### src/design/camera_pkg.sv
// ------------------------------
// Camera definitions
// Frame geometry, buffer size and host commands
// ------------------------------
`default_nettype none

package camera_pkg;

    localparam int FRAME_WIDTH   = 16;
    localparam int FRAME_HEIGHT  = 8;
    localparam int FRAME_PIXELS  = FRAME_WIDTH * FRAME_HEIGHT;
    localparam int PIXEL_SHIFT   = $clog2(FRAME_PIXELS);
    localparam int PIXEL_W       = 10;
    localparam int GROUP_PIXELS  = 4;    // RAW10 packs four pixels in five bytes

    localparam int BUFFER_WORDS  = FRAME_PIXELS / GROUP_PIXELS;
    localparam int BUFFER_ADDR_W = $clog2(BUFFER_WORDS);

    typedef enum logic [7:0] {
        OP_STATUS      = 8'h10,
        OP_METERING    = 8'h11,
        OP_READ_BYTE   = 8'h12,
        OP_FRAME_COUNT = 8'h13,
        OP_CAPTURE     = 8'h20
    } command_opcode_t;

    localparam int STATUS_READY_BIT = 0;
    localparam int STATUS_BUSY_BIT  = 1;

    localparam logic [7:0] BAD_OPCODE_RESPONSE = 8'hFF;

endpackage

`default_nettype wire

### src/design/csi2_pkg.sv
// ------------------------------
// CSI-2 packet definitions
// Data types, header layout and parser states
// ------------------------------
`default_nettype none

package csi2_pkg;

    typedef enum logic [5:0] {
        DT_FRAME_START = 6'h00,
        DT_FRAME_END   = 6'h01,
        DT_RAW10       = 6'h2B
    } csi2_data_type_t;

    typedef enum logic [1:0] {
        HEADER,
        PAYLOAD,
        FOOTER
    } parser_state_t;

    localparam int HEADER_BYTES   = 4;   // DI, WC low, WC high, ECC
    localparam int HDR_DI_BYTE    = 0;
    localparam int HDR_WC_LO_BYTE = 1;
    localparam int HDR_WC_HI_BYTE = 2;
    localparam int FOOTER_BYTES   = 2;   // Unchecked CRC bytes

    localparam logic [5:0] LONG_PACKET_MIN_DT = 6'h10;

endpackage

`default_nettype wire
### src/design/camera_ifs.sv
// ------------------------------
// Camera interfaces
// Pixel group stream and frame buffer port
// ------------------------------
`timescale 1ns/1ps
`default_nettype none

interface pixel_group_if;
    import camera_pkg::*;

    logic                                  group_valid;
    logic [GROUP_PIXELS-1:0][PIXEL_W-1:0]  pixel;
    logic                                  frame_start;
    logic                                  frame_end;

    modport source (output group_valid, pixel, frame_start, frame_end);
    modport sink   (input  group_valid, pixel, frame_start, frame_end);
endinterface

interface buffer_port_if;
    import camera_pkg::*;

    logic                     req;
    logic                     we;
    logic [BUFFER_ADDR_W-1:0] addr;
    logic [31:0]              wdata;
    logic                     grant;   // Same cycle as req
    logic [31:0]              rdata;   // One cycle after a granted read

    modport client  (output req, we, addr, wdata, input  grant, rdata);
    modport arbiter (input  req, we, addr, wdata, output grant, rdata);
endinterface

`default_nettype wire

### src/design/camera_top.sv
// ------------------------------
// Camera capture front end
// CSI-2 byte stream in, host commands out
// ------------------------------
`timescale 1ns/1ps
`default_nettype none

module camera_top (
    input  logic       mipi_byte_clock,
    input  logic       mipi_byte_reset_n,
    input  logic       byte_valid_i,
    input  logic [7:0] byte_data_i,
    input  logic       cmd_valid_i,
    input  logic [7:0] cmd_opcode_i,
    input  logic [7:0] cmd_operand_i,
    output logic       resp_valid_o,
    output logic [7:0] resp_data_o
);

    logic       payload_valid;
    logic [7:0] payload_byte;
    logic       frame_start;
    logic       frame_end;
    logic       capture_arm;
    logic       image_ready;
    logic       capture_busy;
    logic [7:0] meter_average;
    logic       meter_done;

    pixel_group_if pixel_bus ();
    buffer_port_if writer_bus ();
    buffer_port_if reader_bus ();

    csi2_packet_parser packet_parser (
        .mipi_byte_clock   (mipi_byte_clock),
        .mipi_byte_reset_n (mipi_byte_reset_n),
        .byte_valid_i      (byte_valid_i),
        .byte_data_i       (byte_data_i),
        .payload_valid_o   (payload_valid),
        .payload_byte_o    (payload_byte),
        .frame_start_o     (frame_start),
        .frame_end_o       (frame_end)
    );

    raw10_unpacker unpacker (
        .mipi_byte_clock   (mipi_byte_clock),
        .mipi_byte_reset_n (mipi_byte_reset_n),
        .payload_valid_i   (payload_valid),
        .payload_byte_i    (payload_byte),
        .frame_start_i     (frame_start),
        .frame_end_i       (frame_end),
        .pixels            (pixel_bus.source)
    );

    exposure_metering metering (
        .mipi_byte_clock   (mipi_byte_clock),
        .mipi_byte_reset_n (mipi_byte_reset_n),
        .pixels            (pixel_bus.sink),
        .meter_average_o   (meter_average),
        .meter_done_o      (meter_done)
    );

    frame_writer writer (
        .mipi_byte_clock   (mipi_byte_clock),
        .mipi_byte_reset_n (mipi_byte_reset_n),
        .pixels            (pixel_bus.sink),
        .capture_arm_i     (capture_arm),
        .buffer            (writer_bus.client),
        .image_ready_o     (image_ready),
        .capture_busy_o    (capture_busy)
    );

    frame_buffer buffer (
        .mipi_byte_clock   (mipi_byte_clock),
        .mipi_byte_reset_n (mipi_byte_reset_n),
        .writer            (writer_bus.arbiter),
        .reader            (reader_bus.arbiter)
    );

    command_port commands (
        .mipi_byte_clock   (mipi_byte_clock),
        .mipi_byte_reset_n (mipi_byte_reset_n),
        .cmd_valid_i       (cmd_valid_i),
        .cmd_opcode_i      (cmd_opcode_i),
        .cmd_operand_i     (cmd_operand_i),
        .resp_valid_o      (resp_valid_o),
        .resp_data_o       (resp_data_o),
        .capture_arm_o     (capture_arm),
        .buffer            (reader_bus.client),
        .image_ready_i     (image_ready),
        .capture_busy_i    (capture_busy),
        .meter_average_i   (meter_average),
        .meter_done_i      (meter_done)
    );

endmodule

`default_nettype wire

### src/design/command_port.sv
// ------------------------------
// Host command port
// Decodes opcodes, answers status, metering,
// frame count and buffer byte reads
// ------------------------------
`timescale 1ns/1ps
`default_nettype none

module command_port (
    input  logic          mipi_byte_clock,
    input  logic          mipi_byte_reset_n,
    input  logic          cmd_valid_i,
    input  logic [7:0]    cmd_opcode_i,
    input  logic [7:0]    cmd_operand_i,
    output logic          resp_valid_o,
    output logic [7:0]    resp_data_o,
    output logic          capture_arm_o,
    buffer_port_if.client buffer,
    input  logic          image_ready_i,
    input  logic          capture_busy_i,
    input  logic [7:0]    meter_average_i,
    input  logic          meter_done_i
);
    import camera_pkg::*;

    command_opcode_t opcode;
    logic [7:0]      frame_count;
    logic [7:0]      meter_value;
    logic [7:0]      status_byte;
    logic [7:0]      resp_data_q;
    logic [7:0]      lane_byte;
    logic            resp_valid_q;
    logic            read_wait;
    logic            read_busy;
    logic [1:0]      read_lane;

    assign opcode    = command_opcode_t'(cmd_opcode_i);
    assign read_busy = buffer.req | read_wait;   // Commands dropped meanwhile

    assign buffer.we    = 1'b0;
    assign buffer.wdata = '0;

    always_comb begin
        status_byte                   = '0;
        status_byte[STATUS_READY_BIT] = image_ready_i;
        status_byte[STATUS_BUSY_BIT]  = capture_busy_i;
    end

    // Read data is answered straight from the buffer register
    assign lane_byte    = buffer.rdata[8*read_lane +: 8];
    assign resp_valid_o = resp_valid_q | read_wait;
    assign resp_data_o  = read_wait ? lane_byte : resp_data_q;

    always_ff @(posedge mipi_byte_clock or negedge mipi_byte_reset_n) begin
        if (!mipi_byte_reset_n) begin
            frame_count   <= '0;
            meter_value   <= '0;
            resp_valid_q  <= 1'b0;
            resp_data_q   <= '0;
            capture_arm_o <= 1'b0;
            read_wait     <= 1'b0;
            read_lane     <= '0;
            buffer.req    <= 1'b0;
            buffer.addr   <= '0;
        end else begin
            resp_valid_q  <= 1'b0;
            capture_arm_o <= 1'b0;
            read_wait     <= buffer.req & buffer.grant;
            if (meter_done_i) begin
                frame_count <= frame_count + 8'd1;
                meter_value <= meter_average_i;
            end
            if (buffer.req && buffer.grant)
                buffer.req <= 1'b0;
            if (cmd_valid_i && !read_busy) begin
                case (opcode)
                    OP_STATUS: begin
                        resp_valid_q <= 1'b1;
                        resp_data_q  <= status_byte;
                    end
                    OP_METERING: begin
                        resp_valid_q <= 1'b1;
                        resp_data_q  <= meter_value;
                    end
                    OP_FRAME_COUNT: begin
                        resp_valid_q <= 1'b1;
                        resp_data_q  <= frame_count;
                    end
                    OP_READ_BYTE: begin
                        buffer.req  <= 1'b1;
                        buffer.addr <= cmd_operand_i[BUFFER_ADDR_W+1:2];
                        read_lane   <= cmd_operand_i[1:0];
                    end
                    OP_CAPTURE: capture_arm_o <= 1'b1;   // No response
                    default: begin
                        resp_valid_q <= 1'b1;
                        resp_data_q  <= BAD_OPCODE_RESPONSE;
                    end
                endcase
            end
        end
    end

endmodule

`default_nettype wire

### src/design/frame_buffer.sv
// ------------------------------
// Frame buffer
// Word memory shared by two clients
// with priority for the writer port
// ------------------------------
`timescale 1ns/1ps
`default_nettype none

module frame_buffer (
    input  logic           mipi_byte_clock,
    input  logic           mipi_byte_reset_n,
    buffer_port_if.arbiter writer,
    buffer_port_if.arbiter reader
);
    import camera_pkg::*;

    logic [31:0]              mem [BUFFER_WORDS];
    logic                     access;
    logic                     sel_writer;
    logic                     sel_we;
    logic [BUFFER_ADDR_W-1:0] sel_addr;
    logic [31:0]              sel_wdata;
    logic [31:0]              read_data;

    assign sel_writer   = writer.req;
    assign access       = writer.req | reader.req;
    assign writer.grant = writer.req;
    assign reader.grant = reader.req & ~writer.req;

    assign sel_we    = sel_writer ? writer.we    : reader.we;
    assign sel_addr  = sel_writer ? writer.addr  : reader.addr;
    assign sel_wdata = sel_writer ? writer.wdata : reader.wdata;

    always_ff @(posedge mipi_byte_clock) begin
        if (access && sel_we)
            mem[sel_addr] <= sel_wdata;
    end

    always_ff @(posedge mipi_byte_clock or negedge mipi_byte_reset_n) begin
        if (!mipi_byte_reset_n)
            read_data <= '0;
        else if (access && !sel_we)
            read_data <= mem[sel_addr];
    end

    assign writer.rdata = read_data;
    assign reader.rdata = read_data;

endmodule

`default_nettype wire

### src/design/frame_writer.sv
// ------------------------------
// Frame writer
// Stores the armed frame, one word per group
// ------------------------------
`timescale 1ns/1ps
`default_nettype none

module frame_writer (
    input  logic          mipi_byte_clock,
    input  logic          mipi_byte_reset_n,
    pixel_group_if.sink   pixels,
    input  logic          capture_arm_i,
    buffer_port_if.client buffer,
    output logic          image_ready_o,
    output logic          capture_busy_o
);
    import camera_pkg::*;

    logic                     capture_pending;
    logic                     capture_active;
    logic [BUFFER_ADDR_W-1:0] word_addr;
    logic [31:0]              group_word;

    always_comb begin
        for (int k = 0; k < GROUP_PIXELS; k++)
            group_word[8*k +: 8] = pixels.pixel[k][PIXEL_W-1 -: 8];   // Lane k
    end

    assign buffer.we      = 1'b1;
    assign buffer.addr    = word_addr;
    assign capture_busy_o = capture_pending | capture_active;

    always_ff @(posedge mipi_byte_clock or negedge mipi_byte_reset_n) begin
        if (!mipi_byte_reset_n) begin
            capture_pending <= 1'b0;
            capture_active  <= 1'b0;
            image_ready_o   <= 1'b0;
            word_addr       <= '0;
            buffer.req      <= 1'b0;
        end else begin
            if (capture_arm_i) begin
                image_ready_o   <= 1'b0;
                capture_pending <= 1'b1;
            end
            if (pixels.frame_start && capture_pending) begin
                capture_pending <= 1'b0;
                capture_active  <= 1'b1;
                word_addr       <= '0;
            end
            if (pixels.frame_end && capture_active) begin
                capture_active <= 1'b0;
                image_ready_o  <= 1'b1;
            end
            if (buffer.req && buffer.grant) begin
                buffer.req <= 1'b0;
                word_addr  <= word_addr + 1'b1;
            end
            if (pixels.group_valid && capture_active)
                buffer.req <= 1'b1;
        end
    end

    always_ff @(posedge mipi_byte_clock) begin
        if (pixels.group_valid && capture_active)
            buffer.wdata <= group_word;
    end

endmodule

`default_nettype wire

### src/design/exposure_metering.sv
// ------------------------------
// Exposure metering
// Average brightness of each frame
// ------------------------------
`timescale 1ns/1ps
`default_nettype none

module exposure_metering (
    input  logic        mipi_byte_clock,
    input  logic        mipi_byte_reset_n,
    pixel_group_if.sink pixels,
    output logic [7:0]  meter_average_o,
    output logic        meter_done_o
);
    import camera_pkg::*;

    logic [PIXEL_W+PIXEL_SHIFT-1:0] accumulator;
    logic [PIXEL_W+1:0]             group_sum;
    logic [PIXEL_W-1:0]             frame_mean;

    always_comb begin
        group_sum = '0;
        for (int k = 0; k < GROUP_PIXELS; k++)
            group_sum = group_sum + {2'b00, pixels.pixel[k]};
    end

    assign frame_mean = accumulator[PIXEL_SHIFT +: PIXEL_W];   // Sum over pixel count

    always_ff @(posedge mipi_byte_clock or negedge mipi_byte_reset_n) begin
        if (!mipi_byte_reset_n) begin
            accumulator     <= '0;
            meter_average_o <= '0;
            meter_done_o    <= 1'b0;
        end else begin
            meter_done_o <= 1'b0;
            if (pixels.frame_start)
                accumulator <= '0;
            else if (pixels.group_valid)
                accumulator <= accumulator + group_sum;
            if (pixels.frame_end) begin
                meter_average_o <= frame_mean[PIXEL_W-1 -: 8];
                meter_done_o    <= 1'b1;
            end
        end
    end

endmodule

`default_nettype wire

### src/design/raw10_unpacker.sv
// ------------------------------
// RAW10 unpacker
// Five payload bytes to four 10-bit pixels
// ------------------------------
`timescale 1ns/1ps
`default_nettype none

module raw10_unpacker (
    input  logic          mipi_byte_clock,
    input  logic          mipi_byte_reset_n,
    input  logic          payload_valid_i,
    input  logic [7:0]    payload_byte_i,
    input  logic          frame_start_i,
    input  logic          frame_end_i,
    pixel_group_if.source pixels
);
    import camera_pkg::*;

    logic [2:0]                  byte_phase;
    logic [GROUP_PIXELS-1:0][7:0] msb_bytes;

    always_ff @(posedge mipi_byte_clock or negedge mipi_byte_reset_n) begin
        if (!mipi_byte_reset_n) begin
            byte_phase         <= '0;
            pixels.group_valid <= 1'b0;
            pixels.frame_start <= 1'b0;
            pixels.frame_end   <= 1'b0;
        end else begin
            pixels.group_valid <= 1'b0;
            pixels.frame_start <= frame_start_i;   // Kept in step with pixels
            pixels.frame_end   <= frame_end_i;
            if (frame_start_i) begin
                byte_phase <= '0;
            end else if (payload_valid_i) begin
                if (byte_phase == GROUP_PIXELS) begin   // LSB byte
                    byte_phase         <= '0;
                    pixels.group_valid <= 1'b1;
                end else begin
                    byte_phase <= byte_phase + 3'd1;
                end
            end
        end
    end

    always_ff @(posedge mipi_byte_clock) begin
        if (payload_valid_i) begin
            if (byte_phase == GROUP_PIXELS) begin
                for (int k = 0; k < GROUP_PIXELS; k++)
                    pixels.pixel[k] <= {msb_bytes[k], payload_byte_i[2*k +: 2]};
            end else begin
                msb_bytes[byte_phase[1:0]] <= payload_byte_i;
            end
        end
    end

endmodule

`default_nettype wire

### src/design/csi2_packet_parser.sv
// ------------------------------
// CSI-2 packet parser
// Decodes headers, strobes RAW10 payload bytes
// and flags frame start and end
// ------------------------------
`timescale 1ns/1ps
`default_nettype none

module csi2_packet_parser (
    input  logic       mipi_byte_clock,
    input  logic       mipi_byte_reset_n,
    input  logic       byte_valid_i,
    input  logic [7:0] byte_data_i,
    output logic       payload_valid_o,
    output logic [7:0] payload_byte_o,
    output logic       frame_start_o,
    output logic       frame_end_o
);
    import csi2_pkg::*;

    parser_state_t state;
    logic [15:0]   byte_count;
    logic [15:0]   word_count;
    logic [5:0]    data_type;

    always_ff @(posedge mipi_byte_clock or negedge mipi_byte_reset_n) begin
        if (!mipi_byte_reset_n) begin
            state           <= HEADER;
            byte_count      <= '0;
            word_count      <= '0;
            data_type       <= '0;
            payload_valid_o <= 1'b0;
            frame_start_o   <= 1'b0;
            frame_end_o     <= 1'b0;
        end else begin
            payload_valid_o <= 1'b0;
            frame_start_o   <= 1'b0;
            frame_end_o     <= 1'b0;
            if (byte_valid_i) begin
                byte_count <= byte_count + 16'd1;
                unique case (state)
                    HEADER: begin
                        if (byte_count == HDR_DI_BYTE)
                            data_type <= byte_data_i[5:0];   // VC bits dropped
                        if (byte_count == HDR_WC_LO_BYTE)
                            word_count[7:0] <= byte_data_i;
                        if (byte_count == HDR_WC_HI_BYTE)
                            word_count[15:8] <= byte_data_i;
                        if (byte_count == HEADER_BYTES - 1) begin   // ECC byte
                            byte_count <= '0;
                            if (data_type < LONG_PACKET_MIN_DT) begin
                                frame_start_o <= (data_type == DT_FRAME_START);
                                frame_end_o   <= (data_type == DT_FRAME_END);
                            end else if (word_count == '0) begin
                                state <= FOOTER;
                            end else begin
                                state <= PAYLOAD;
                            end
                        end
                    end
                    PAYLOAD: begin
                        payload_valid_o <= (data_type == DT_RAW10);   // Others skipped
                        if (byte_count == word_count - 16'd1) begin
                            byte_count <= '0;
                            state      <= FOOTER;
                        end
                    end
                    FOOTER: begin
                        if (byte_count == FOOTER_BYTES - 1) begin
                            byte_count <= '0;
                            state      <= HEADER;
                        end
                    end
                    default: state <= HEADER;
                endcase
            end
        end
    end

    always_ff @(posedge mipi_byte_clock) begin
        if (byte_valid_i && state == PAYLOAD)
            payload_byte_o <= byte_data_i;
    end

endmodule

`default_nettype wire

### config.mk
export PLATFORM = sky130hd
export DESIGN_NAME = camera_top
export DESIGN_NICKNAME = d
export VERILOG_FILES = /design/src/design/camera_pkg.sv /design/src/design/csi2_pkg.sv /design/src/design/camera_ifs.sv /design/src/design/camera_top.sv /design/src/design/command_port.sv /design/src/design/frame_buffer.sv /design/src/design/frame_writer.sv /design/src/design/exposure_metering.sv /design/src/design/raw10_unpacker.sv /design/src/design/csi2_packet_parser.sv
export SDC_FILE = /design/constraint.sdc
export NUM_CORES = 1
export LEC_CHECK = 0
export ABC_CLOCK_PERIOD_IN_PS = 4800
export BUFFER_PORTS_ARGS = -buffer_cell sky130_fd_sc_hd__buf_2
export CAP_MARGIN = 30
export CORE_MARGIN = 2
export CORE_UTILIZATION = 54
export CTS_BUF_LIST = sky130_fd_sc_hd__clkbuf_8
export CTS_CLUSTER_SIZE = 10
export DETAILED_ROUTE_END_ITERATION = 8
export PLACE_DENSITY = 0.76
export SETUP_SLACK_MARGIN = 0.2
export SLEW_MARGIN = 40
export SYNTH_ARGS = -nofsm -noshare
export SYNTH_HDL_FRONTEND = slang
export SYNTH_SLANG_ARGS = --single-unit
### constraint.sdc
create_clock -name mipi_byte_clock -period 4.8 [get_ports mipi_byte_clock]
set_clock_uncertainty 0.1 [all_clocks]
set_input_delay 0 -clock mipi_byte_clock [delete_from_list [all_inputs] [get_ports mipi_byte_clock]]
set_output_delay 0 -clock mipi_byte_clock [all_outputs]
set_load 0.005 [all_outputs]
==> flow_summary.toml, run 1 <==
[setup_path]
crit_cells = 22
critPathBufInv = 1
slowest_stage = "fa_1"
critPathMaxStageDelay_ns = 0.49
path_cells = "ha_1 -> a21o_1 -> a21oi_2 -> o21bai_1 -> a21oi_2 -> o21ai_2 -> mux2_4 -> a2111oi_4 -> fa_1 -> inv_2 -> ha_4 -> nand2b_4 -> nor3_2 -> a2111oi_4 -> o311ai_2 -> ha_2 -> a21o_1 -> nor3_2 -> nand3_1 -> nand2_1 -> or3_4 -> a21oi_2"
crit_arrival_ns = 5.56
cp-start-kind = "flip-flop"
crit_type = "flip-flop to flip-flop"
critPathCaptureType = "flip-flop"
reg2regPathDepth = 22
worst_path_most_repeated_cell = "a21oi_2"
path_delay_family = "compound AO/OA/AOI/OAI gates"
crit_required_ns = 5.46
path_max_fanout = 3

[place]
numPlacedInstances = 4050
gp_congestion = 0.8677
place_area_um2 = 54120
numPortBuffers = 35
dp_slack_ns = -0.1568
dp_hpwl_um = 77480

[logic_synthesis]
synth_commonest_cells = "edfxtp_1 (1,136), mux4_2 (261), nand2_1 (204), dfrtp_1 (151), nor2_1 (95)"
synth_warnings = 0
async_reset_ff_share_pct = 11.73
synth_top_area_share_pct = 66.44
synthTopCellsByArea = "edfxtp_1 (66%), mux4_2 (11%), dfrtp_1 (7.4%)"
yosysTopAreaCell = "edfxtp_1"
ys_types = 73
synth-seq-cells = 1287
avgSynthCellArea_um2 = 18.58
ys_dominant_reg_cell = "edfxtp_1"
ys_seq_area_share_pct = 73.80
synth-edff-count = 1136
synth_area_um2 = 51340
netlist_instances = 2763
syn_nets = 2849
synthMostInstantiatedCell = "edfxtp_1"

[routing]
drtPass1Iterations = 8
via_per_inst = 6.291
wl_um = 127100
drtIter0Drc = 3479
vias = 28200
detail-route-antenna-nets = 0
wire_per_inst_um = 28.35
drc = 2

[timing]
fin_crit_sh_pct = 102.0
fin_setup_tns_ns = -0.2245
drv_slew = 0
worst_slack_ns = -0.09571
period_minus_slack_ns = 4.896
finalSetupViolCount = 5
hold_slack_ns = 0.1326
slew_headroom_pct = 42.92
worst_slew_pin_slew_ns = 0.8541
hold_violations = 0
clock.fmax_mhz = 204.3
rsz0062_at_grt = "yes"

[pwr]
leakage_nw = 17.52
power.density_nw_per_um2 = 361.7
fin_total_pwr_mw = 21.26
peakVddDrop_mv = 0.2715

[final_layout]
finalInstanceArea_um2 = 58780
area_delta_synth_final_pct = 14.49
fillers = 6224
multi_input_area_um2 = 13340
final_util_pct = 62.14
layout.nets = 3137
seq_area_um2 = 37900
drive_gt1_share_pct = 27.68
stdcell_count = 4482

[job]
maxCapViolations = 0

[grt]
grt_pass1_wl_um = 187600
track_usage_pct = 26.35
grt_pass1_vias = 28780
grt_overflow = 0
grt_antenna_before_repair = 4
grt_max_degree = 98

[cts]
htreeDepth = 4
cts.sinks = 1287
cts_tree = "done"
clock_latency_ns = 0.86
numCtsBuffers = 192
root_buffer = "clkbuf_8"
clock_path_buffers = 3
clkTransAtPathRegs_ns = 0.06

[floorplan]
ios = 37
fp.dieH_um = 312.3
fp-row-count = 113
start_util_pct = 54.28
coreArea_um2 = 94590
dieArea_um2 = 97560
fp.dieW_um = 312.3

[hold_path]
holdPathStages = 6
hp-class = "input pin to flip-flop"

[run_status]
violations = "design-rule violations, negative setup slack"
status = "finished, violations left"
## cell type report
| class | instances | share of cell area (%) |
|---|---|---|
| Antenna cell | 2 | 0.008515 |
| Clock buffer | 208 | 4.870 |
| Clock inverter | 150 | 1.328 |
| Inverter | 67 | 0.4279 |
| Multi-Input combinational cell | 1283 | 22.70 |
| Sequential cell | 1287 | 64.47 |
| Tap cell | 1265 | 2.693 |
| Timing Repair Buffer | 220 | 3.502 |
## power by group
group	total (mW)	internal (mW)	switching, mW
Combinational	0.704	0.281	0.424
Sequential	12.1	12.1	0.0775
Clock	8.41	4.24	4.17
## repair_timing
item | CTS | global route
hold endpoints to repair | 228 | 0
setup endpoints to repair | 8 | 9
hold buffers | 55 | 0
resized for setup | 19 | 40
setup buffers | 6 | 9
pin swaps | 25 | 42
## worst paths after layout
path,start,endpoint,slack (ns)
max reg2reg,unpacker.pixels.pixel[1],metering.accumulator[15],-0.1
min in group asynchronous,mipi_byte_reset_n,metering.accumulator[5],0.25
min,cmd_opcode_i[3],commands.resp_data_q[6],0.13
max,unpacker.pixels.pixel[1],metering.accumulator[15],-0.1
max in group asynchronous,mipi_byte_reset_n,unpacker.byte_phase[2],3.74
min reg2reg,unpacker.msb_bytes[28],unpacker.pixels.pixel[36],0.29
## logic make-up (layout without fill, tap and decap cells)
| logic type | count (synthesis) | count (layout) | share of synthesized area, % |
|---|---|---|---|
| DFF | 1287 | 1287 | 73.80 |
| other | 0 | 2 | 0 |
| buffers and inverters | 193 | 645 | 1.633 |
| and+or+nand+nor | 513 | 513 | 4.777 |
| xor gates and xnor gates | 66 | 66 | 1.126 |
| adders and majority gates | 58 | 58 | 1.604 |
| muxes | 355 | 355 | 13.44 |
| AOI/OAI and AO/OA | 291 | 291 | 3.614 |
## layer usage
layer / global-route usage, % / part of all wire [%]
met3: 5.468 / 10
met4: 12.45 / 4.9
met2: 42.36 / 49
met1: 34.90 / 36
met5: 0 / 0
## worst register-to-register path: cells and delay by family, from the launching register on
kind / cells / cell delay [ns]
AOI/OAI and AO/OA: 10 / 1.83
adders and majority gates: 4 / 1.31
buffers and inverters: 1 / 0.09
muxes: 1 / 0.33
DFF: 1 / 0.38
and+or+nand+nor: 6 / 0.74
## flip-flops by register name (all words and copies together), names as in the netlist, 5 cells and up
name	cells
buffer.reader.rdata	32
packet_parser.byte_count	16
unpacker.pixels.pixel	40
unpacker.msb_bytes	32
metering.accumulator	17
packet_parser.payload_byte_o	8
packet_parser.data_type	6
writer.buffer.wdata	32
commands.meter_value	8
buffer.mem	1024
writer.buffer.addr	5
commands.buffer.addr	5
packet_parser.word_count	16
commands.resp_data_q	8
metering.meter_average_o	8
commands.frame_count	8
## cell usage in the layout, fill, tap and decap left out, types with 25 or more instances in the layout
cell	count
mux2i_1	25
xnor2_1	40
nor2_1	65
a22oi_1	48
dfrtp_1	150
nand3_1	46
and2_2	30
mux2_2	63
dlygate4sd3_1	54
nand2_1	202
mux4_2	261
inv_1	137
buf_4	98
clkbuf_8	208
o21ai_0	56
nor2_4	28
ha_1	35
buf_2	34
a21oi_1	80
clkinv_1	41
edfxtp_1	1136
(Power assumes the default switching activity.)
==> inputs of run 2 (changes only) <==
- ABC_CLOCK_PERIOD_IN_PS: 4800 -> 4900
- PLACE_DENSITY: 0.76 -> 0.74
- TNS_END_PERCENT: unset -> 100
- clock period: 4.8 -> 4.9 ns (I/O delays scaled with it)
==> run 2 against run 1 <==
Compared with the run above: count of clock-buffer cells in the layout unchanged; design area up 0.62%; utilization up 0.38 points; combinational power down 1%; register-to-register slack better by 0.07 ns; die area unchanged; clock power down 0.7%; global-route usage about the same; first-iteration DRC count up 8.8%; flip-flop and latch count unchanged; total power down 1.5%; highest routed layer is now met5; final cell count up 1.1%; the run ends with negative setup slack left.
==> flow_summary.toml, run 2 (synthesized netlist as in run 1, its figures left out) <==
[pwr]
power_frac_clock_pct = 39.8
p_seq_share_pct = 56.8
fin_total_pwr_mw = 20.95
leakage_nw = 17.79
peakVddDrop_mv = 0.3040
power.density_nw_per_um2 = 354.3
share_comb_of_total_power_pct = 3.3
internal_power_mw = 16.27
switching_share_pct = 22.37
p_sw_mw = 4.687

[final_layout]
finalInstanceArea_um2 = 59140
top_register = "buffer.mem"
layout_common_cells = "edfxtp_1 (1,136), mux4_2 (261), clkbuf_8 (208)"
final_common_cell = "edfxtp_1"
layout.nets = 3182
largest_reg_flops = 1024
stdcell_count = 4530
area_delta_synth_final_pct = 15.20
reg_top3 = "buffer.mem x1024, unpacker.pixels.pixel x40"
drive_gt1_share_pct = 28.19

[timing]
hold_violations = 0
fin_crit_sh_pct = 100.4
rsz0062_at_grt = "yes"
worst_slack_ns = -0.02076
slew_headroom_pct = 43.37
drv_slew = 0
hold_slack_ns = 0.1520
finalSetupViolCount = 3
clock.fmax_mhz = 203.2
period_minus_slack_ns = 4.921
worst_slew_pin_slew_ns = 0.8330

[cts]
cts_tree = "done"
root_buffer = "clkbuf_8"
htreeDepth = 4
clock_path_buffers = 3
clock_latency_ns = 0.91
cts.sinks = 1287
numCtsBuffers = 195
clkTransAtPathRegs_ns = 0.07

[run_status]
status = "finished, violations left"
violations = "negative setup slack"

[routing]
wire_per_inst_um = 28.06
vias = 28300
drtPass1Iterations = 5
via_per_inst = 6.248
detail-route-antenna-nets = 0
drtIter0Drc = 3785
drc = 0
wl_um = 127100

[floorplan]
fp.dieW_um = 312.3
dieArea_um2 = 97560
coreArea_um2 = 94590
ios = 37
fp-row-count = 113
start_util_pct = 54.28
fp.dieH_um = 312.3

[hold_path]
hp-class = "input pin to asynchronous set/reset pin"

[grt]
grt_pass1_vias = 28590
grt_antenna_before_repair = 4
track_usage_pct = 26.38
grt_max_degree = 67
grt_overflow = 0
grt_pass1_wl_um = 187300

[place]
place_area_um2 = 54310
numPortBuffers = 35
numPlacedInstances = 4083
dp_slack_ns = -0.1231
gp_congestion = 0.8732
dp_hpwl_um = 78610

[setup_path]
critPathCaptureType = "flip-flop"
path_max_fanout = 5
crit_required_ns = 5.51
crit_arrival_ns = 5.53
crit_type = "flip-flop to flip-flop"
cp-start-kind = "flip-flop"

[job]
maxCapViolations = 0
[run 2: cell types whose count changed in the layout (fill, tap and decap cells not counted), moves of 3 or more]
cell / before / now
buf_4: 98 / 133
clkinv_2: 16 / 13
dlygate4sd3_1: 54 / 63
ha_1: 35 / 38
ha_4: 7 / 4
inv_1: 137 / 142
[run 2: critical path: stages (launching register included)]
cell,delay [ns]
edfxtp_1,0.39
ha_1,0.31
a21o_1,0.19
a21oi_2,0.14
o21bai_1,0.09
a21oi_2,0.17
o21ai_2,0.09
mux2_4,0.32
a2111oi_4,0.35
fa_1,0.22
inv_1,0.04
ha_1,0.37
inv_2,0.18
nor3_4,0.08
a2111oi_4,0.34
o311ai_2,0.18
ha_1,0.36
nor3_1,0.31
nor2_2,0.11
o31ai_4,0.09
nor2b_2,0.08
xnor2_1,0.16
nor2_1,0.06
[run 2: layout make-up]
type                    instances  area [um2]
diodes                          2       5.005
inverters                      67       251.5
multi-input cells            1283       13300
flip-flops and latches       1287       37900
clock inverters               156       878.3
clock buffers                 208        2863
fillers                      6271       35450
well taps                    1265        1583
repair buffers                262        2369
[run 2: through the flow]
step / TNS (ns) / util [%]
finish: -0.04294 / 62.53
global route: -1.676 / 62.52
CTS: -0.08299 / 62.19
detailed placement: -0.3559 / 57.42
global placement: 0 / 57.37
floorplan: 0 / -
[run 2: power by group through the flow]
| stage | sequential, mW | combinational, mW | clock (mW) |
|---|---|---|---|
| 2_1_floorplan | 12.1 | 0.422 | 0 |
| 3_3_place_gp | 12.1 | 0.636 | 0 |
| 3_5_place_dp | 12.1 | 0.652 | 0 |
| 4_1_cts | 11.9 | 0.696 | 8.43 |
| 5_1_grt | 11.9 | 0.747 | 8.90 |
| 6_report | 11.9 | 0.697 | 8.35 |
[run 2: worst paths after layout]
kind                                          startpoint                         to  slack [ns]  cells past startpoint
worst max-delay path            unpacker.pixels.pixel[1]   metering.accumulator[12]       -0.02                     22
worst min-delay path                   mipi_byte_reset_n    commands.resp_data_q[5]        0.15                      4
worst max register to register  unpacker.pixels.pixel[1]   metering.accumulator[12]       -0.02                     22
worst min register to register     unpacker.msb_bytes[9]  unpacker.pixels.pixel[13]        0.28                      0
max in group asynchronous              mipi_byte_reset_n    buffer.reader.rdata[21]        3.87                      4
min in group mipi_byte_clock       unpacker.msb_bytes[9]  unpacker.pixels.pixel[13]        0.28                      0
[run 2: repair_timing]
action / in CTS / in global routing
pin swaps: 27 / 47
resized for setup: 14 / 45
buffers inserted: 7 / 10
hold buffers: 64 / 0
endpoints found under the setup margin: 8 / 9
hold endpoints to repair: 228 / 0
[run 2: routing by layer]
| metal | part of all wire, % | up-vias | global-route usage [%] |
|---|---|---|---|
| met4 | 4.1 | 4 | 10.93 |
| met3 | 10 | 309 | 5.388 |
| met1 | 37 | 14730 | 35.92 |
| met2 | 49 | 1562 | 42.13 |
| li1 | - | 11700 | - |
| met5 | 0.018 | - | 0 |
